<file path="src/include/icache_defs.svh">
`ifndef ICACHE_DEFS_SVH
`define ICACHE_DEFS_SVH

// cache geometry.
`define ICACHE_SETS 64

// address field boundaries.
// bits 3:2 pick the word, 9:4 the set, 63:10 form the tag.
`define ICACHE_INDEX_LO 4
`define ICACHE_TAG_LO 10

// backing store size in lines.
`define LINE_MEM_DEPTH 256

`endif

</file>
<file path="src/icache_pkg.sv">
`default_nettype none

`include "icache_defs.svh"

package icache_pkg;

	typedef logic [63:0] addr_t;
	typedef logic [63-`ICACHE_TAG_LO:0] tag_t;
	typedef logic [`ICACHE_TAG_LO-`ICACHE_INDEX_LO-1:0] index_t;
	typedef logic [`ICACHE_INDEX_LO-3:0] word_sel_t;
	typedef logic [127:0] line_t;
	typedef logic [31:0] inst_t;
	typedef logic [3:0] way_vec_t;
	typedef logic [$clog2(`LINE_MEM_DEPTH)-1:0] mem_addr_t;

	// fields in address order, so this is addr[63:2].
	typedef struct packed {
		tag_t      tag;
		index_t    index;
		word_sel_t word_sel;
	} fetch_req_t;

	typedef struct packed {
		logic     en;
		way_vec_t way;
		tag_t     tag;
		index_t   index;
	} fill_t;

endpackage

`default_nettype wire

</file>
<file path="src/fetch_icache.sv">
`default_nettype none

`include "icache_defs.svh"

module fetch_icache (
	input  wire logic                        clk,
	input  wire logic                        rst,
	input  wire logic                        fetch_valid,
	input  icache_pkg::addr_t                fetch_addr,
	input  wire logic                        flush,
	input  wire logic                        out_ready,
	input  icache_pkg::way_vec_t             way_hit,
	input  icache_pkg::line_t [3:0]          way_dout,
	input  icache_pkg::line_t                mem_line,
	output icache_pkg::fill_t                fill,
	output icache_pkg::way_vec_t             way_en,
	output logic                             way_we,
	output icache_pkg::index_t               sram_index,
	output icache_pkg::tag_t                 req_tag,
	output icache_pkg::inst_t                inst,
	output logic                             inst_hit,
	output logic                             inst_valid
);

	localparam int INST_W = $bits(icache_pkg::inst_t);

	icache_pkg::fetch_req_t req;
	icache_pkg::way_vec_t   victim;
	icache_pkg::way_vec_t   hit_q;
	icache_pkg::word_sel_t  word_q;
	icache_pkg::line_t      line_q;
	icache_pkg::line_t      out_line;
	logic                   step;
	logic                   advance;
	logic                   miss;

	assign req.tag = fetch_addr[63:`ICACHE_TAG_LO];
	assign req.index = fetch_addr[`ICACHE_TAG_LO-1:`ICACHE_INDEX_LO];
	assign req.word_sel = fetch_addr[`ICACHE_INDEX_LO-1:2];

	assign sram_index = req.index;
	assign req_tag = req.tag;

	// pipeline moves when the next stage takes data and nothing is flushed.
	assign step = out_ready && !flush;
	assign advance = step && fetch_valid;
	assign miss = (way_hit == '0);

	// hit reads its way, miss writes the victim.
	assign way_en = advance ? (miss ? victim : way_hit) : '0;
	assign way_we = advance && miss;

	assign fill.en = way_we;
	assign fill.way = victim;
	assign fill.tag = req.tag;
	assign fill.index = req.index;

	// round robin over the ways.
	always_ff @(posedge clk) begin
		if (rst) begin
			victim <= 4'b0001;
		end else if (step) begin
			victim <= {victim[2:0], victim[3]};
		end
	end

	always_ff @(posedge clk) begin
		if (rst) begin
			hit_q <= '0;
			inst_valid <= 1'b0;
		end else if (out_ready) begin
			if (flush) begin
				hit_q <= '0;
				inst_valid <= 1'b0;
			end else begin
				hit_q <= fetch_valid ? way_hit : '0;
				inst_valid <= fetch_valid;
			end
		end
	end

	// fill line kept so the miss word comes out one cycle later.
	always_ff @(posedge clk) begin
		if (advance) begin
			word_q <= req.word_sel;
			line_q <= mem_line;
		end
	end

	always_comb begin
		out_line = line_q;
		for (int w = 0; w < 4; w++) begin
			if (hit_q[w]) begin
				out_line = way_dout[w];
			end
		end
	end

	assign inst = out_line[word_q*INST_W +: INST_W];
	assign inst_hit = |hit_q;

	// the output holds while the next stage stalls.
	stall_holds_inst: assert property (
		@(posedge clk) disable iff (rst)
		!out_ready && inst_valid |=> $stable(inst) && inst_valid
	);

	victim_onehot: assert property (
		@(posedge clk) disable iff (rst)
		$onehot(victim)
	);

endmodule

`default_nettype wire

</file>
<file path="config.mk">
export PLATFORM = sky130hd
export DESIGN_NAME = fetch_icache
export DESIGN_NICKNAME = d
export VERILOG_FILES = /design/src/icache_pkg.sv /design/src/fetch_icache.sv
export VERILOG_INCLUDE_DIRS = /design/src /design/src/include
export SDC_FILE = /design/constraint.sdc
export NUM_CORES = 1
export LEC_CHECK = 0
export BUFFER_PORTS_ARGS = -buffer_cell sky130_fd_sc_hd__buf_2
export CORE_AREA = 5 5 335 337
export CTS_BUF_LIST = sky130_fd_sc_hd__clkbuf_8 sky130_fd_sc_hd__clkbuf_16
export CTS_CLUSTER_DIAMETER = 50
export DETAILED_ROUTE_END_ITERATION = 7
export DIE_AREA = 0 0 340 342
export PLACE_DENSITY_LB_ADDON = 0.12
export SLEW_MARGIN = 30
export SYNTH_ARGS = -nofsm -noshare
export SYNTH_HDL_FRONTEND = slang
export SYNTH_SLANG_ARGS = --single-unit
export TNS_END_PERCENT = 30
</file>
<file path="constraint.sdc">
create_clock -name clk -period 5.8 [get_ports clk]
set_input_delay 0.29 -clock clk [delete_from_list [all_inputs] [get_ports clk]]
set_output_delay 0.29 -clock clk [all_outputs]
set_load 0.05 [all_outputs]
</file>
Word level (Yosys, flattened, before mapping) --
Cells that the tools add are included.
Operators by class: multiplexer cells 9, shifts and indexed selects 1, reductions and logical operators 6
Operators with widths (number):
- 128-bit two-way mux | 4
- 128-bit by 8-bit variable part select with 32-bit output | 1
- 4-bit two-way mux | 4
- 4-bit zero test | 1
- 4-bit OR reduction | 1
- 1-bit logical AND | 3
- 1-bit zero test | 1
- 1-bit two-way mux | 1
Storage, ports and cells: bits in registers 139, bits of input ports 713, word-level logic and storage cells 21, output and inout port bits 164

Logic depth before layout (Yosys ltp) --
depth in word-level cells 5, mapped depth 8, depth with buffers taken out 4

Least setup slack after synthesis --
Ideal clock, no wire load.
kind in2out, start input port flush, end output port way_en[0], data required time 5510 ps, cell stages on the path 6, path slack -104 ps, path buffers 2, data arrival time 5614 ps, path through and3b_1 clkbuf_1 and2_1 clkbuf_1 nand2_1 nand2_1
On the way: word-level cells in the longest chain between the ends 4
RTL lines:
- start: declaration | RTL line fetch_icache.sv:10 | input wire logic flush,
- 1-bit zero test | RTL line fetch_icache.sv:45 | assign step = out_ready && !flush;
- 1-bit logical AND | RTL line fetch_icache.sv:45
- 1-bit logical AND | RTL line fetch_icache.sv:46 | assign advance = step && fetch_valid;
- named net advance | RTL line fetch_icache.sv:34 | logic advance;
- 4-bit two-way mux | RTL line fetch_icache.sv:50 | assign way_en = advance ? (miss ? victim : way_hit) : '0;
- end: declaration | RTL line fetch_icache.sv:16 | output icache_pkg::way_vec_t way_en,
The timed path passes the listed nets, and every way through them passes these cells.

Worst setup path after layout --
start register hit_q[3], end output port inst[22]
On the way: word-level cells in the longest chain between the ends 2
RTL lines:
- start: declaration | RTL line fetch_icache.sv:29 | icache_pkg::way_vec_t hit_q;
- start signal: assignment | RTL line fetch_icache.sv:76 | hit_q <= fetch_valid ? way_hit : '0;
- 128-bit two-way mux | RTL line fetch_icache.sv:93 | if (hit_q[w]) begin
- 128-bit by 8-bit variable part select with 32-bit output | RTL line fetch_icache.sv:99 | assign inst = out_line[word_q*INST_W +: INST_W];
- end: declaration | RTL line fetch_icache.sv:20 | output icache_pkg::inst_t inst,
No other way between the ends.

==> out/metrics.yaml <==
status: "finished, final reports clean"
finish.net_count: 2504
regToRegSetupSlack_ns: 3.81
n_fill_cell: 12380
start_util_pct: 10.46
route.met3.wl_um: 5567
crit_type: "reg -> out"
cts_tree: "built"
overflow: 0
power_frac_seq_pct: 34.4
timing.final.max_slew_violations: 0
clkTransAtPathRegs_ns: 0.08
yosysSeqAreaShare_pct: 35.97
yosys.area.top_type: "edfxtp_1"
core-area_um2: 108600
post_cts_resize_count: 0
timing.rr.end: "hit_q[0]$_SDFFE_PP0P_"
io_pins: 877
areaGrowthSynthToFinish_pct: 52.82
dpl_cell_area_um2: 15360
layout_min_cycle_time_ns: 3.772
synthesis.area_um2: 11350
rsz0062_at_grt: "false"
r2r_cells: 4
total_power_mw: 3.404
finalHoldViolations: 0
worstSetupStartpointType: "flip-flop"
cp.required_ns: 5.51
dp_hpwl_um: 75600
instances_no_fill: 3237
synthTopCellsByArea: "edfxtp_1 (34%), buf_4 (8.8%), mux2i_1 (7.4%)"
maxUsedRoutingLayer: "met5"
switching_power_mw: 1.207
clock-root-buffer: "clkbuf_16"
wl_met1_um: 34800
finalClockSkew_ns: 0.0004054
yosys-top-cells-count: "buf_4 (133), edfxtp_1 (130), o21ai_0 (100)"
cts_max_path_buffers: 2
ys_seq_elements: 139
worst-endpoint-arrival_ns: 3.48
max-slew-margin-rel_pct: 36.81
post_cts_buffers: 0
groute.usage.overall_pct: 15.37
place_ws_ns: 2.503
hold_class: "in -> reg"
drive_gt1_share_pct: 47.67
power_density_nw_per_um2: 196.2
p_sw_share_pct: 35.45
gp_congestion: 0.8311
hold_path_startpoint: "way_hit[1]"
routedWlPerCell_um: 28.81
worstSkewPairLatency_ns: 0.52
finalSetupTns_ns: 0
grt_pass1_wl_um: 120900
synth_cell_type_count: 43
synth-edff-count: 130
cap_violations: 0
die_w_um: 340
wl_met2_um: 50100
dieHeight_um: 342
fin_area_um2: 17350
p_comb_share_pct: 28.4
crit_path_top_delay_cell: "a221oi_1"
synth-warning-count: 0
critPathMaxStageDelay_ns: 0.97
min_path_cells: 3
async_flop_share_pct: 0
placedCellCount: 3054
std_cell_rows: 121
antenna_left: 0
fmax_mhz: 265.1
finalSetupViolations: 0
synthCells: 1155
p_int_mw: 2.197
cts_buffers: 17
p_leak_nw: 6.514
antenna_found_initial: 43
p_clk_share_pct: 37.2
r2r_start: "hit_q[0]$_SDFFE_PP0P_"
first_pass_iters: 5
cts_sinks: 139
endpoint_kind: "output pin"
grt_max_degree: 120
post-route-period-util_pct: 65.04
vias: 12370
yosys.area.top_type_share_pct: 34.38
synth_nets: 1868
ir_drop_mv: 0.2558
synthFlopType: "edfxtp_1"
yosysMostFrequentCell: "buf_4"
cts_max_level: 4
drt-initial-drc-count: 618
grt_pass1_vias: 13670
drc_errors: 0
cp_max_fo: 32
worst_pin_slew_ns: 0.9479
port_buffers: 694
setup_ws_ns: 2.028
path_cells: "nand2b_2, a221oi_1, a22o_1, a22oi_2, buf_2"
drt_wl_total_um: 93260
vias_per_cell: 3.822
syn_area_per_cell_um2: 9.830
postCtsHoldBufs: 132
die-area_um2: 116300
hold_end: "hit_q[1]$_SDFFE_PP0P_"
[how the worst max path moves through the flow]
stage / from / end / cells past startpoint
4_1_cts: hit_q[3]$_SDFFE_PP0P_ / inst[22] / 5
3_3_place_gp: hit_q[1]$_SDFFE_PP0P_ / inst[20] / 7
6_report: hit_q[3]$_SDFFE_PP0P_ / inst[22] / 5
2_1_floorplan: flush / way_en[0] / 6
5_1_grt: hit_q[3]$_SDFFE_PP0P_ / inst[22] / 5
3_5_place_dp: hit_q[3]$_SDFFE_PP0P_ / inst[22] / 5
[power groups by stage]
stage | Combinational, mW | Clock [mW] | Sequential, mW
2_1_floorplan | 0.649 | 0 | 1.19
3_5_place_dp | 0.925 | 0 | 1.19
5_1_grt | 1.04 | 1.36 | 1.18
6_report | 0.965 | 1.27 | 1.17
4_1_cts | 1.00 | 1.35 | 1.17
3_3_place_gp | 0.921 | 0 | 1.20
[logic make-up (layout without fill, tap and decap cells)]
| group | Yosys count | after routing | share of synthesized area [%] |
|---|---|---|---|
| DFF | 139 | 139 | 35.97 |
| other | 0 | 19 | 0 |
| muxes | 89 | 89 | 7.902 |
| and+or+nand+nor | 244 | 244 | 11.13 |
| buffers and inverters | 246 | 895 | 14.22 |
| AOI/OAI and AO/OA | 437 | 437 | 30.78 |
[placed cells by master, fill, tap and decap left out, drive strengths merged, types with 9 or more instances in the layout]
cell           n
a21oi         54
a221o         28
a221oi        36
a22o          26
a22oi         32
a32o          12
buf          727
clkbuf        21
dfxtp          9
diode         19
dlygate4sd3  132
edfxtp       130
inv           10
mux2i         84
nand2         93
nand2b        46
nand3b        12
nor2          86
o211ai        63
o21ai        100
o221ai        59
o2bb2ai       20
[worst max-delay path: cells and delay by family (launching register included)]
family	cells	cell delay, ns
AO/OA/AOI/OAI	3	1.62
AND/OR/NAND/NOR	1	0.62
flip-flops	1	0.38
buffers and inverters	1	0.29
[registers in the layout, indices dropped and copies added, names as in the netlist]
name and cells:
hit_q 4, victim 4, inst_valid 1, line_q 128, word_q 2
[final cells by class]
type | instances | area (um^2) | share of cell area, %
Sequential cell | 139 | 4099 | 23.62
Multi-Input combinational cell | 770 | 5689 | 32.79
Antenna cell | 19 | 47.55 | 0.2740
Inverter | 4 | 22.52 | 0.1298
Tap cell | 1414 | 1769 | 10.20
Timing Repair Buffer | 859 | 5105 | 29.42
Clock inverter | 11 | 92.59 | 0.5336
Clock buffer | 21 | 525.5 | 3.029
[stage by stage]
step / util [%] / hold WS (ns)
final: 15.98 / 0.1301
after CTS: 15.94 / 0.09572
after global routing: 15.95 / 0.1004
after floorplan: - / 0.3889
after global placement: 14.12 / 0.4695
after detailed placement: 14.15 / 0.4681
[metal layers]
layer	vias up	track usage [%]
met2	536	29.36
met3	190	4.219
li1	5641	-
met5	-	0
met4	28	4.631
met1	5977	16.40
Note: power is estimated with default switching activity, not from simulation.
